`src/common/vi_pkg.sv`:
```
// Core pipeline definitions
`default_nettype none

package vi_pkg;

	localparam int XLEN        = 32;
	localparam int ADDR_W      = 32;
	localparam int REG_ADDR_W  = 5;
	localparam int NUM_REGS    = 32;
	localparam int MULT_STAGES = 5;

	localparam logic [ADDR_W-1:0] RESET_PC = '0;

	// funct7 selectors for the OP major opcode
	localparam logic [6:0] FUNCT7_ALT    = 7'b0100000;
	localparam logic [6:0] FUNCT7_MULDIV = 7'b0000001;

	typedef enum logic [6:0] {
		OPC_OP     = 7'b0110011,
		OPC_OP_IMM = 7'b0010011
	} opcode_e;

	// Operation handed from decode to execute
	typedef enum logic [2:0] {
		ALU_NONE,
		ALU_ADD,
		ALU_SUB,
		ALU_AND,
		ALU_OR,
		ALU_XOR,
		ALU_MUL
	} alu_op_e;

	typedef enum logic {
		FETCH_IDLE,
		FETCH_WAIT
	} fetch_state_e;

endpackage

`default_nettype wire

```
`src/decode/decoder.sv`:
```
// Instruction decode and issue
`timescale 1ns/1ps
`default_nettype none

module decoder (
	input  wire                           clk_i,
	input  wire                           rst_n_i,
	input  wire                           fd_valid_i,
	input  wire  [vi_pkg::XLEN-1:0]       fd_instr_i,
	input  wire                           stall_i,
	output logic [vi_pkg::REG_ADDR_W-1:0] rs1_o,
	output logic [vi_pkg::REG_ADDR_W-1:0] rs2_o,
	input  wire  [vi_pkg::XLEN-1:0]       rs1_data_i,
	input  wire  [vi_pkg::XLEN-1:0]       rs2_data_i,
	output logic                          dec_stall_o,
	output logic                          issue_valid_o,
	output vi_pkg::alu_op_e               issue_op_o,
	output logic [vi_pkg::REG_ADDR_W-1:0] issue_rd_o,
	output logic [vi_pkg::XLEN-1:0]       issue_a_o,
	output logic [vi_pkg::XLEN-1:0]       issue_b_o
);

	logic [6:0]                    funct7;
	logic [2:0]                    funct3;
	logic [vi_pkg::REG_ADDR_W-1:0] rd;
	logic [vi_pkg::XLEN-1:0]       imm;
	logic                          use_imm;
	vi_pkg::alu_op_e               op;

	assign funct7 = fd_instr_i[31:25];
	assign funct3 = fd_instr_i[14:12];
	assign rd     = fd_instr_i[11:7];
	assign rs1_o  = fd_instr_i[19:15];
	assign rs2_o  = fd_instr_i[24:20];
	assign imm    = {{(vi_pkg::XLEN-12){fd_instr_i[31]}}, fd_instr_i[31:20]};

	always_comb begin
		op      = vi_pkg::ALU_NONE;
		use_imm = 1'b0;
		case (vi_pkg::opcode_e'(fd_instr_i[6:0]))
			vi_pkg::OPC_OP: begin
				if (funct7 == 7'b0000000) begin
					case (funct3)
						3'b000:  op = vi_pkg::ALU_ADD;
						3'b100:  op = vi_pkg::ALU_XOR;
						3'b110:  op = vi_pkg::ALU_OR;
						3'b111:  op = vi_pkg::ALU_AND;
						default: op = vi_pkg::ALU_NONE;
					endcase
				end else if (funct7 == vi_pkg::FUNCT7_ALT && funct3 == 3'b000) begin
					op = vi_pkg::ALU_SUB;
				end else if (funct7 == vi_pkg::FUNCT7_MULDIV && funct3 == 3'b000) begin
					op = vi_pkg::ALU_MUL;
				end
			end
			vi_pkg::OPC_OP_IMM: begin
				if (funct3 == 3'b000) begin
					op      = vi_pkg::ALU_ADD;
					use_imm = 1'b1;
				end
			end
			default: op = vi_pkg::ALU_NONE;
		endcase
		// Results for x0 are discarded here
		if (rd == '0) begin
			op = vi_pkg::ALU_NONE;
		end
	end

	assign dec_stall_o   = fd_valid_i && stall_i;
	assign issue_valid_o = fd_valid_i && !stall_i;
	assign issue_op_o    = op;
	assign issue_rd_o    = (op == vi_pkg::ALU_NONE) ? '0 : rd;
	assign issue_a_o     = rs1_data_i;
	assign issue_b_o     = use_imm ? imm : rs2_data_i;

	// Fetch must keep a stalled word in place
	assert property (@(posedge clk_i) disable iff (!rst_n_i)
		dec_stall_o |=> fd_valid_i && $stable(fd_instr_i));

endmodule

`default_nettype wire

```
`src/execute/exe_stage.sv`:
```
// Execute stage with integer ALU
`timescale 1ns/1ps
`default_nettype none

module exe_stage (
	input  wire                           clk_i,
	input  wire                           rst_n_i,
	input  wire                           issue_valid_i,
	input  var   vi_pkg::alu_op_e         issue_op_i,
	input  wire  [vi_pkg::REG_ADDR_W-1:0] issue_rd_i,
	input  wire  [vi_pkg::XLEN-1:0]       issue_a_i,
	input  wire  [vi_pkg::XLEN-1:0]       issue_b_i,
	output logic                          exe_valid_o,
	output vi_pkg::alu_op_e               exe_op_o,
	output logic [vi_pkg::REG_ADDR_W-1:0] exe_rd_o,
	output logic                          alu_valid_o,
	output logic [vi_pkg::XLEN-1:0]       alu_result_o,
	output logic                          mul_valid_o,
	output logic [vi_pkg::XLEN-1:0]       mul_product_o
);

	logic [vi_pkg::XLEN-1:0] a_q;
	logic [vi_pkg::XLEN-1:0] b_q;

	always_ff @(posedge clk_i or negedge rst_n_i) begin
		if (!rst_n_i) begin
			exe_valid_o <= 1'b0;
		end else begin
			exe_valid_o <= issue_valid_i;
		end
	end

	always_ff @(posedge clk_i) begin
		exe_op_o <= issue_op_i;
		exe_rd_o <= issue_rd_i;
		a_q      <= issue_a_i;
		b_q      <= issue_b_i;
	end

	always_comb begin
		case (exe_op_o)
			vi_pkg::ALU_ADD: alu_result_o = a_q + b_q;
			vi_pkg::ALU_SUB: alu_result_o = a_q - b_q;
			vi_pkg::ALU_AND: alu_result_o = a_q & b_q;
			vi_pkg::ALU_OR:  alu_result_o = a_q | b_q;
			vi_pkg::ALU_XOR: alu_result_o = a_q ^ b_q;
			default:         alu_result_o = '0;
		endcase
	end

	// Low half of the product only
	assign mul_product_o = a_q * b_q;

	assign mul_valid_o = exe_valid_o && (exe_op_o == vi_pkg::ALU_MUL);
	assign alu_valid_o = exe_valid_o && (exe_op_o != vi_pkg::ALU_MUL)
		&& (exe_op_o != vi_pkg::ALU_NONE);

endmodule

`default_nettype wire

```
`src/execute/mult_delay.sv`:
```
// Multiply delay line
`timescale 1ns/1ps
`default_nettype none

module mult_delay (
	input  wire                           clk_i,
	input  wire                           rst_n_i,
	input  wire                           in_valid_i,
	input  wire  [vi_pkg::REG_ADDR_W-1:0] in_rd_i,
	input  wire  [vi_pkg::XLEN-1:0]       in_data_i,
	output logic                          out_valid_o,
	output logic [vi_pkg::REG_ADDR_W-1:0] out_rd_o,
	output logic [vi_pkg::XLEN-1:0]       out_data_o,
	output logic                          busy_o,
	output logic [vi_pkg::MULT_STAGES-1:0][vi_pkg::REG_ADDR_W-1:0] stage_rds_o
);

	localparam int MS = vi_pkg::MULT_STAGES;

	// Stage 0 is mult1, stage MS-1 feeds write-back
	logic [MS-1:0]                                valid_q;
	logic [MS-1:0][vi_pkg::REG_ADDR_W-1:0]        rd_q;
	logic [MS-1:0][vi_pkg::XLEN-1:0]              data_q;

	always_ff @(posedge clk_i or negedge rst_n_i) begin
		if (!rst_n_i) begin
			valid_q <= '0;
		end else begin
			valid_q <= {valid_q[MS-2:0], in_valid_i};
		end
	end

	always_ff @(posedge clk_i) begin
		rd_q   <= {rd_q[MS-2:0], in_rd_i};
		data_q <= {data_q[MS-2:0], in_data_i};
	end

	always_comb begin
		for (int s = 0; s < MS; s++) begin
			stage_rds_o[s] = valid_q[s] ? rd_q[s] : '0;
		end
	end

	assign busy_o      = |valid_q;
	assign out_valid_o = valid_q[MS-1];
	assign out_rd_o    = rd_q[MS-1];
	assign out_data_o  = data_q[MS-1];

endmodule

`default_nettype wire

```
`src/fetch/wb_fetch.sv`:
```
// Wishbone instruction fetch
`timescale 1ns/1ps
`default_nettype none

module wb_fetch (
	input  wire                       clk_i,
	input  wire                       rst_n_i,
	output logic                      wb_cyc_o,
	output logic                      wb_stb_o,
	output logic [vi_pkg::ADDR_W-1:0] wb_adr_o,
	input  wire                       wb_ack_i,
	input  wire  [vi_pkg::XLEN-1:0]   wb_dat_i,
	input  wire                       dec_stall_i,
	output logic                      fd_valid_o,
	output logic [vi_pkg::XLEN-1:0]   fd_instr_o,
	output logic [vi_pkg::ADDR_W-1:0] fd_pc_o
);

	vi_pkg::fetch_state_e      state_q;
	logic [vi_pkg::ADDR_W-1:0] pc_q;
	logic                      fd_free;
	logic                      take;

	// Slot is empty or decode takes it this cycle
	assign fd_free = !fd_valid_o || !dec_stall_i;
	assign take    = (state_q == vi_pkg::FETCH_WAIT) && wb_ack_i;

	assign wb_cyc_o = (state_q == vi_pkg::FETCH_WAIT);
	assign wb_stb_o = (state_q == vi_pkg::FETCH_WAIT);
	assign wb_adr_o = pc_q;

	always_ff @(posedge clk_i or negedge rst_n_i) begin
		if (!rst_n_i) begin
			state_q <= vi_pkg::FETCH_IDLE;
			pc_q    <= vi_pkg::RESET_PC;
		end else begin
			case (state_q)
				vi_pkg::FETCH_IDLE: begin
					if (fd_free) begin
						state_q <= vi_pkg::FETCH_WAIT;
					end
				end
				vi_pkg::FETCH_WAIT: begin
					if (wb_ack_i) begin
						state_q <= vi_pkg::FETCH_IDLE;
						pc_q    <= pc_q + (vi_pkg::ADDR_W)'(4);
					end
				end
				default: state_q <= vi_pkg::FETCH_IDLE;
			endcase
		end
	end

	// Fetch/decode register
	always_ff @(posedge clk_i or negedge rst_n_i) begin
		if (!rst_n_i) begin
			fd_valid_o <= 1'b0;
		end else if (take) begin
			fd_valid_o <= 1'b1;
		end else if (!dec_stall_i) begin
			fd_valid_o <= 1'b0;
		end
	end

	always_ff @(posedge clk_i) begin
		if (take) begin
			fd_instr_o <= wb_dat_i;
			fd_pc_o    <= pc_q;
		end
	end

	// Request held with a stable address until the slave acks
	assert property (@(posedge clk_i) disable iff (!rst_n_i)
		wb_stb_o && !wb_ack_i |=> wb_stb_o && $stable(wb_adr_o));

endmodule

`default_nettype wire

```
`src/logic/bypass_ctrl.sv`:
```
// Operand forwarding and hazard stall
`timescale 1ns/1ps
`default_nettype none

module bypass_ctrl (
	input  wire  [vi_pkg::REG_ADDR_W-1:0] rs1_i,
	input  wire  [vi_pkg::REG_ADDR_W-1:0] rs2_i,
	input  wire  [vi_pkg::XLEN-1:0]       reg_a_i,
	input  wire  [vi_pkg::XLEN-1:0]       reg_b_i,
	input  wire                           exe_valid_i,
	input  var   vi_pkg::alu_op_e         exe_op_i,
	input  wire  [vi_pkg::REG_ADDR_W-1:0] exe_rd_i,
	input  wire  [vi_pkg::XLEN-1:0]       exe_result_i,
	input  wire                           wb_valid_i,
	input  wire  [vi_pkg::REG_ADDR_W-1:0] wb_rd_i,
	input  wire  [vi_pkg::XLEN-1:0]       wb_data_i,
	input  wire                           mul_busy_i,
	input  wire  [vi_pkg::MULT_STAGES-1:0][vi_pkg::REG_ADDR_W-1:0] mul_rds_i,
	input  wire                           dec_is_alu_i,
	output logic                          stall_o,
	output logic [vi_pkg::XLEN-1:0]       data_a_o,
	output logic [vi_pkg::XLEN-1:0]       data_b_o
);

	logic exe_alu;
	logic exe_mul;

	assign exe_mul = exe_valid_i && (exe_op_i == vi_pkg::ALU_MUL);
	assign exe_alu = exe_valid_i && (exe_op_i != vi_pkg::ALU_MUL)
		&& (exe_op_i != vi_pkg::ALU_NONE);

	// Source still waiting on a product
	function automatic logic mul_hit(input logic [vi_pkg::REG_ADDR_W-1:0] rs);
		logic hit;
		hit = exe_mul && (exe_rd_i == rs);
		for (int s = 0; s < vi_pkg::MULT_STAGES; s++) begin
			hit = hit || (mul_rds_i[s] == rs);
		end
		return hit && (rs != '0);
	endfunction

	// youngest producer wins
	function automatic logic [vi_pkg::XLEN-1:0] pick(
		input logic [vi_pkg::REG_ADDR_W-1:0] rs,
		input logic [vi_pkg::XLEN-1:0]       reg_val
	);
		if (exe_alu && exe_rd_i == rs) begin
			return exe_result_i;
		end
		if (wb_valid_i && wb_rd_i == rs) begin
			return wb_data_i;
		end
		return reg_val;
	endfunction

	assign data_a_o = pick(rs1_i, reg_a_i);
	assign data_b_o = pick(rs2_i, reg_b_i);

	// ALU work waits until every MUL ahead of it has left the delay line
	assign stall_o = mul_hit(rs1_i) || mul_hit(rs2_i)
		|| (dec_is_alu_i && (mul_busy_i || exe_mul));

endmodule

`default_nettype wire

```
`src/logic/int_registers.sv`:
```
// Integer register file
`timescale 1ns/1ps
`default_nettype none

module int_registers (
	input  wire                           clk_i,
	input  wire                           rst_n_i,
	input  wire  [vi_pkg::REG_ADDR_W-1:0] rs1_i,
	input  wire  [vi_pkg::REG_ADDR_W-1:0] rs2_i,
	input  wire  [vi_pkg::REG_ADDR_W-1:0] rd_i,
	input  wire                           we_i,
	input  wire  [vi_pkg::XLEN-1:0]       wdata_i,
	output logic [vi_pkg::XLEN-1:0]       rdata_a_o,
	output logic [vi_pkg::XLEN-1:0]       rdata_b_o
);

	logic [vi_pkg::XLEN-1:0] regs_q [vi_pkg::NUM_REGS];

	always_ff @(posedge clk_i or negedge rst_n_i) begin
		if (!rst_n_i) begin
			for (int i = 0; i < vi_pkg::NUM_REGS; i++) begin
				regs_q[i] <= '0;
			end
		end else if (we_i && rd_i != '0) begin
			regs_q[rd_i] <= wdata_i;
		end
	end

	// x0 is hardwired
	assign rdata_a_o = (rs1_i == '0) ? '0 : regs_q[rs1_i];
	assign rdata_b_o = (rs2_i == '0) ? '0 : regs_q[rs2_i];

endmodule

`default_nettype wire

```
`src/logic/vi_core.sv`:
```
// Pipeline top level
`timescale 1ns/1ps
`default_nettype none

module vi_core (
	input  wire                           clk_i,
	input  wire                           rst_n_i,
	output logic                          wb_cyc_o,
	output logic                          wb_stb_o,
	output logic [vi_pkg::ADDR_W-1:0]     wb_adr_o,
	input  wire                           wb_ack_i,
	input  wire  [vi_pkg::XLEN-1:0]       wb_dat_i,
	output logic                          commit_valid_o,
	output logic [vi_pkg::REG_ADDR_W-1:0] commit_rd_o,
	output logic [vi_pkg::XLEN-1:0]       commit_data_o
);

	// Fetch / decode
	logic                          fd_valid;
	logic [vi_pkg::XLEN-1:0]       fd_instr;
	logic                          dec_stall;
	logic [vi_pkg::REG_ADDR_W-1:0] rs1;
	logic [vi_pkg::REG_ADDR_W-1:0] rs2;
	logic [vi_pkg::XLEN-1:0]       rf_a;
	logic [vi_pkg::XLEN-1:0]       rf_b;
	logic [vi_pkg::XLEN-1:0]       byp_a;
	logic [vi_pkg::XLEN-1:0]       byp_b;
	logic                          byp_stall;
	logic                          dec_is_alu;

	// Issue and execute
	logic                          issue_valid;
	vi_pkg::alu_op_e               issue_op;
	logic [vi_pkg::REG_ADDR_W-1:0] issue_rd;
	logic [vi_pkg::XLEN-1:0]       issue_a;
	logic [vi_pkg::XLEN-1:0]       issue_b;
	logic                          exe_valid;
	vi_pkg::alu_op_e               exe_op;
	logic [vi_pkg::REG_ADDR_W-1:0] exe_rd;
	logic                          alu_valid;
	logic [vi_pkg::XLEN-1:0]       alu_result;
	logic                          mul_valid;
	logic [vi_pkg::XLEN-1:0]       mul_product;

	// mult1..mult5
	logic                          md_valid;
	logic [vi_pkg::REG_ADDR_W-1:0] md_rd;
	logic [vi_pkg::XLEN-1:0]       md_data;
	logic                          mul_busy;
	logic [vi_pkg::MULT_STAGES-1:0][vi_pkg::REG_ADDR_W-1:0] mul_rds;

	// Anything that is not a MUL must wait for the delay line to drain
	assign dec_is_alu = (issue_op != vi_pkg::ALU_MUL);

	wb_fetch wb_fetch (
		.clk_i		(clk_i),
		.rst_n_i	(rst_n_i),
		.wb_cyc_o	(wb_cyc_o),
		.wb_stb_o	(wb_stb_o),
		.wb_adr_o	(wb_adr_o),
		.wb_ack_i	(wb_ack_i),
		.wb_dat_i	(wb_dat_i),
		.dec_stall_i	(dec_stall),
		.fd_valid_o	(fd_valid),
		.fd_instr_o	(fd_instr),
		.fd_pc_o	()
	);

	decoder decoder (
		.clk_i		(clk_i),
		.rst_n_i	(rst_n_i),
		.fd_valid_i	(fd_valid),
		.fd_instr_i	(fd_instr),
		.stall_i	(byp_stall),
		.rs1_o		(rs1),
		.rs2_o		(rs2),
		.rs1_data_i	(byp_a),
		.rs2_data_i	(byp_b),
		.dec_stall_o	(dec_stall),
		.issue_valid_o	(issue_valid),
		.issue_op_o	(issue_op),
		.issue_rd_o	(issue_rd),
		.issue_a_o	(issue_a),
		.issue_b_o	(issue_b)
	);

	bypass_ctrl bypass_ctrl (
		.rs1_i		(rs1),
		.rs2_i		(rs2),
		.reg_a_i	(rf_a),
		.reg_b_i	(rf_b),
		.exe_valid_i	(exe_valid),
		.exe_op_i	(exe_op),
		.exe_rd_i	(exe_rd),
		.exe_result_i	(alu_result),
		.wb_valid_i	(commit_valid_o),
		.wb_rd_i	(commit_rd_o),
		.wb_data_i	(commit_data_o),
		.mul_busy_i	(mul_busy),
		.mul_rds_i	(mul_rds),
		.dec_is_alu_i	(dec_is_alu),
		.stall_o	(byp_stall),
		.data_a_o	(byp_a),
		.data_b_o	(byp_b)
	);

	int_registers int_registers (
		.clk_i		(clk_i),
		.rst_n_i	(rst_n_i),
		.rs1_i		(rs1),
		.rs2_i		(rs2),
		.rd_i		(commit_rd_o),
		.we_i		(commit_valid_o),
		.wdata_i	(commit_data_o),
		.rdata_a_o	(rf_a),
		.rdata_b_o	(rf_b)
	);

	exe_stage exe_stage (
		.clk_i		(clk_i),
		.rst_n_i	(rst_n_i),
		.issue_valid_i	(issue_valid),
		.issue_op_i	(issue_op),
		.issue_rd_i	(issue_rd),
		.issue_a_i	(issue_a),
		.issue_b_i	(issue_b),
		.exe_valid_o	(exe_valid),
		.exe_op_o	(exe_op),
		.exe_rd_o	(exe_rd),
		.alu_valid_o	(alu_valid),
		.alu_result_o	(alu_result),
		.mul_valid_o	(mul_valid),
		.mul_product_o	(mul_product)
	);

	mult_delay mult_delay (
		.clk_i		(clk_i),
		.rst_n_i	(rst_n_i),
		.in_valid_i	(mul_valid),
		.in_rd_i	(exe_rd),
		.in_data_i	(mul_product),
		.out_valid_o	(md_valid),
		.out_rd_o	(md_rd),
		.out_data_o	(md_data),
		.busy_o		(mul_busy),
		.stage_rds_o	(mul_rds)
	);

	write_back write_back (
		.clk_i		(clk_i),
		.rst_n_i	(rst_n_i),
		.alu_valid_i	(alu_valid),
		.alu_rd_i	(exe_rd),
		.alu_data_i	(alu_result),
		.mul_valid_i	(md_valid),
		.mul_rd_i	(md_rd),
		.mul_data_i	(md_data),
		.commit_valid_o	(commit_valid_o),
		.commit_rd_o	(commit_rd_o),
		.commit_data_o	(commit_data_o)
	);

endmodule

`default_nettype wire

```
`src/logic/write_back.sv`:
```
// Write-back and commit register
`timescale 1ns/1ps
`default_nettype none

module write_back (
	input  wire                           clk_i,
	input  wire                           rst_n_i,
	input  wire                           alu_valid_i,
	input  wire  [vi_pkg::REG_ADDR_W-1:0] alu_rd_i,
	input  wire  [vi_pkg::XLEN-1:0]       alu_data_i,
	input  wire                           mul_valid_i,
	input  wire  [vi_pkg::REG_ADDR_W-1:0] mul_rd_i,
	input  wire  [vi_pkg::XLEN-1:0]       mul_data_i,
	output logic                          commit_valid_o,
	output logic [vi_pkg::REG_ADDR_W-1:0] commit_rd_o,
	output logic [vi_pkg::XLEN-1:0]       commit_data_o
);

	always_ff @(posedge clk_i or negedge rst_n_i) begin
		if (!rst_n_i) begin
			commit_valid_o <= 1'b0;
		end else begin
			commit_valid_o <= alu_valid_i || mul_valid_i;
		end
	end

	always_ff @(posedge clk_i) begin
		if (mul_valid_i) begin
			commit_rd_o   <= mul_rd_i;
			commit_data_o <= mul_data_i;
		end else begin
			commit_rd_o   <= alu_rd_i;
			commit_data_o <= alu_data_i;
		end
	end

	// Ordering stall in decode keeps the two paths apart
	assert property (@(posedge clk_i) disable iff (!rst_n_i)
		!(alu_valid_i && mul_valid_i));

endmodule

`default_nettype wire

```
`config.mk`:
```
export PLATFORM = sky130hd
export DESIGN_NAME = vi_core
export DESIGN_NICKNAME = d
export VERILOG_FILES = /design/src/common/vi_pkg.sv /design/src/decode/decoder.sv /design/src/execute/exe_stage.sv /design/src/execute/mult_delay.sv /design/src/fetch/wb_fetch.sv /design/src/logic/bypass_ctrl.sv /design/src/logic/int_registers.sv /design/src/logic/vi_core.sv /design/src/logic/write_back.sv
export SDC_FILE = /design/constraint.sdc
export NUM_CORES = 2
export LEC_CHECK = 0
export ABC_AREA = 1
export BUFFER_PORTS_ARGS = -buffer_cell sky130_fd_sc_hd__buf_2
export CORE_MARGIN = 2
export CORE_UTILIZATION = 50
export DETAILED_ROUTE_END_ITERATION = 7
export GPL_ROUTABILITY_DRIVEN = 1
export PLACE_DENSITY_LB_ADDON = 0.1
export SYNTH_ARGS = -nofsm -noshare
export SYNTH_HDL_FRONTEND = slang
export SYNTH_HIERARCHICAL = 1
export SYNTH_SLANG_ARGS = --single-unit
export TNS_END_PERCENT = 20
```
`constraint.sdc`:
```
create_clock -name clk_i -period 20.5 [get_ports clk_i]
set_clock_uncertainty 0.2 [all_clocks]
set_input_delay 0 -clock clk_i [delete_from_list [all_inputs] [get_ports clk_i]]
set_output_delay 0 -clock clk_i [all_outputs]
set_load 0.03 [all_outputs]
```
After elaboration in Yosys (flattened, before gate mapping)
Cells that the tools add are included.
Widths: inputs -> output; s select.

cells by class
  reduce and logical (&&, ||, !) cells = 49
  divide/modulo/power cells = 0
  eq/ne operators = 30
  add/sub/neg operators = 3
  multiply operators = 1
  shifts and indexed selects = 0
  multiplexer cells = 48
  $lt $le $gt $ge = 4
  bitwise logic cells = 7

operators by type and width
  operator               count
  $bwmux 1024            1
  $mux 32                17
  $bmux 32 s5            2
  $demux 32 s5           1
  $pmux 32 s5            1
  $eq 5x5->1             14
  $add 32x3->32 const B  1
  $add 32x32->32         1
  $and 32x32->32         1
  $mul 32x32->32         1
  $or 32x32->32          1
  $sub 32x32->32         1
  $xor 32x32->32         1
  $mux 5                 6
  $logic_and 1x1->1      19
  $eq 3x3->1 const B     6
  $ge 6x6->1 const B     3
  $not 5->6              3
  $logic_not 5->1        3
  $logic_or 1x1->1       15
  $reduce_bool 5->1      3
  $eq 7x6->1 const B     2
  $mux 1                 13
  $mux 3                 4
  other kinds (17)       22

storage, ports and cells
  flip-flop bits (word level) = 1391
  logic and storage cells = 197
  bits of input ports = 35
  output and inout port bits = 72
  bits in read-only memories = 0
  latch bits = 0
  memories kept = 0
  bits in writable memories = 0

Longest topological paths before layout
  depth after elaboration = 16
  gate-level depth with buffers = 32
  depth with buffers taken out = 30

Cells and area by module
The synthesis kept the hierarchy.

modules (own cells, without submodules)
  module         area an instance (um^2)  instances  cells an instance  seq. area each (um^2)
  int_registers  56654.3                  1          8313               25624.6
  exe_stage      22464.0                  1          3051               1466.4
  mult_delay     4310.4                   1          281                3828.7
  wb_fetch       3648.5                   1          278                2662.6
  bypass_ctrl    3563.4                   1          727                0.0
  write_back     1253.7                   1          158                765.7
  decoder        972.2                    1          195                0.0
  vi_core        13.8                     1          2                  0.0

Least setup slack after synthesis
OpenSTA, ideal clock, no wires.

  kind = reg-to-reg
  start = reg exe_stage/b_q[2] in the netlist's numbering
  end = reg mult_delay/data_q[31] in the netlist's numbering
  required time = 20.188 ns
  library setup time = 0.112 ns
  cell stages (with the launch flop) = 25
  arrival = 6.303 ns
  setup slack = 13.885 ns
  buffers on the path = 2
  clock period less this slack = 6.615 ns
  cell sequence = dfxtp_1 clkbuf_1 clkbuf_1 nand2_1 fa_1 inv_1 fa_1 inv_1 fa_1 fa_1 inv_1 fa_1 fa_1 fa_1 inv_1 fa_1 inv_1 ha_1 nand2_1 nor2_1 nand2_1 nor4_1 a21oi_1 nand3_1 nand2_1

on the way
  longest elaborated chain between the ends = 1

ends and longest elaborated chain
  what                             line              text
  start, declared                  exe_stage.sv:23   logic [vi_pkg::XLEN-1:0] b_q;
  start signal, assigned           exe_stage.sv:37   b_q <= issue_b_i;
  $mul 32x32->32                   exe_stage.sv:52   assign mul_product_o = a_q * b_q;
  named net mul_product (one bit)  vi_core.sv:43     logic [vi_pkg::XLEN-1:0] mul_product;
  end signal, assigned             mult_delay.sv:35  data_q <= {data_q[MS-2:0], in_data_i};
  end, declared                    mult_delay.sv:23  logic [MS-1:0][vi_pkg::XLEN-1:0] data_q;

The timed path passes the listed nets, and every way through them passes these cells.
A chain may end at the register's enable or synchronous reset.

Worst setup path after layout
  start = reg exe_stage/b_q[7] in the netlist's numbering
  end = reg mult_delay/data_q[31] in the netlist's numbering

Same word-level chain as after synthesis.

==> metrics.txt <==
cell area power density 180 mW/mm^2; max-cap violations 0; busiest grt layer met2; DP Worst Slack 13.32 ns; Routed Antenna Nets 0; deepest clock path buffer count 3; row count 157; number of H-tree levels 4; CTS sink count 1,389; Die W 433 um; synthesized area 0.0920 mm^2; Clock Latency Late Sink 0.85 ns; Worst-path clk slew 0.06 ns; CTS Buf Count 160; multi-input logic area 0.0491 mm^2; Hold WS 0.121 ns; Worst IR Drop VDD 853 uV; Pins Over Slew Limit 0; setup_tns 0 ns; Setup WS post-layout 13.29 ns; 1st-iter DRT viols 11.1k; Vias/cell 5.81; CP arrival 7.72 ns; final wirelength 353 mm; Crit. Startpoint exe_stage/b_q[7]$_DFF_P_; initial antenna violation count 12; WS Path Type reg -> reg; drt first pass iters 8; Crit. End Element flop; vias 87.7k; DRC Markers 1; I/O Buffers 104; crit path launch type flop; Ys Warns 6; GR Util met1 49.8%; Syn Area/Cell 7.09 um^2; Tmin final 7.21 ns; share of cells above drive strength 1 5.50%; RSZ-0062 raised after global routing false; first-pass GRT wire length 530 mm; met2 GRT Util 56.7%; Die Height 433 um; Slew @ Worst Pin 1.33 ns; post-CTS resize count 0; total track usage 37.5%; Placer Congestion 0.937; CTS Root Cell clkbuf_16; Max Fclk 139 MHz; final hold vios 0; total power draw 17.9 mW; final setup vio count 0; GRT overflow 0; fin crit share 35.2%; area of the die 0.187 mm^2; placed wire-length estimate 210 mm; Mapped Cells 13.0k; GR met3 Demand/Resource 9.00%; # Post-CTS Setup Buffers 0; status finished, violations left; largest net degree at the start of global routing 185; Ports 107; Worst Path Max Fanout 18; Hold Path Class reg -> reg; hold_sp mult_delay/data_q[34]$_DFF_P_; failing checks DRC; Core Region 0.183 mm^2; required time of the critical path 21.01 ns; leakage power 48.3 nW; cell family with most CP delay adder cells; Slowest cell on crit path dfxtp_1; # fillers 17.6k; critical-path cell list buf_4, nand2_1, fa_1, fa_1, fa_1, inv_1, fa_1, ha_1, ha_1, inv_1, fa_1, fa_1, inv_1, ha_1, inv_1, o21bai_1, a31oi_1, nand3_1, a21oi_1, inv_1, a21oi_1, inv_1, nand2_1, nand2_1; nets 13.1k; Area Overhead vs Synth 7.81%; Initial Utilization 50.3%; origin of the critical flop-to-flop path exe_stage/b_q[7]$_DFF_P_; CP max stage delay 0.94 ns; Reg area 0.0334 mm^2; WL per Instance 23.4 um; Max-slew headroom 10.3%; vias in the first global route 83.9k; WP buf/inv 7; fin util 54.2%; CTS tree done
area by class of cell:
type | instances | area share [%]
inverters | 1390 | 5.32
multi-input cells | 9202 | 49.6
clock inverters | 55 | 0.674
well taps | 2464 | 3.11
diodes | 22 | 0.0555
repair buffers | 340 | 2.70
flip-flops and latches | 1389 | 33.7
clock buffers | 245 | 4.85
per-layer routing:
layer	share of wire, %	wire length [um]
met5	0.012	41
met1	39	139000
met4	6.0	21300
met3	11	40200
met2	43	153000
final timing paths:
path	slack [ns]	endpoint	cells after the start
worst max-delay path	13.29	mult_delay/data_q[31]$_DFF_P_	24
worst min-delay path	0.12	mult_delay/data_q[66]$_DFF_P_	0
worst max register to register	13.29	mult_delay/data_q[31]$_DFF_P_	24
worst min register to register	0.12	mult_delay/data_q[66]$_DFF_P_	0
max in group asynchronous	17.34	int_registers/regs_q[315]$_DFFE_PN0P_	6
min in group asynchronous	0.23	int_registers/regs_q[308]$_DFFE_PN0P_	4
sequential cells by signal (all words and copies together) (netlist names), 3 cells and up:
register / cells
write_back/commit_rd_o: 5
mult_delay/out_rd_o: 5
mult_delay/rd_q: 20
mult_delay/valid_q: 5
exe_stage/a_q: 32
int_registers/regs_q: 1024
wb_fetch/fd_instr_o: 32
wb_fetch/wb_adr_o: 30
write_back/commit_data_o: 32
exe_stage/b_q: 32
mult_delay/out_data_o: 32
mult_delay/data_q: 128
exe_stage/exe_op_o: 3
exe_stage/exe_rd_o: 5
metrics by stage:
stage | cell area, um^2 | instances
floorplan | 92000 | 12974
global placement | 92900 | 14716
detailed placement | 92900 | 14716
CTS | 99100 | 15085
global route | 99100 | 15102
finish | 99100 | 15107
timing repair:
action,CTS,global route
hold buffers,69,0
hold endpoints to repair,624,0
setup endpoints to repair,0,0
power by group:
group | internal, mW | switching [mW] | leakage (nW)
Sequential | 3.10 | 0.149 | 17.6
Clock | 1.73 | 1.25 | 2.70
Combinational | 4.31 | 7.33 | 28.1
Total | 9.14 | 8.73 | 48.3
cell usage in the layout (no fill, tap or decap), types with 103 or more instances in the layout:
| master | n |
|---|---|
| a21oi_1 | 275 |
| buf_2 | 103 |
| buf_4 | 152 |
| clkbuf_16 | 162 |
| dfrtp_1 | 1062 |
| dfxtp_1 | 294 |
| fa_1 | 409 |
| ha_1 | 220 |
| inv_1 | 1352 |
| nand2_1 | 4311 |
| nand3_1 | 1209 |
| nor2_1 | 797 |
| o21ai_0 | 1335 |
worst register-to-register path: stages, from the launching register on:
cell and delay (ns):
dfxtp_1 0.94, buf_4 0.37, nand2_1 0.10, fa_1 0.53, fa_1 0.44, fa_1 0.52
inv_1 0.05, fa_1 0.44, ha_1 0.28, ha_1 0.29, inv_1 0.07, fa_1 0.43
fa_1 0.49, inv_1 0.04, ha_1 0.33, inv_1 0.11, o21bai_1 0.11, a31oi_1 0.24
nand3_1 0.22, a21oi_1 0.41, inv_1 0.09, a21oi_1 0.22, inv_1 0.06, nand2_1 0.06
nand2_1 0.04
Note: power is estimated with default switching activity, not from simulation.
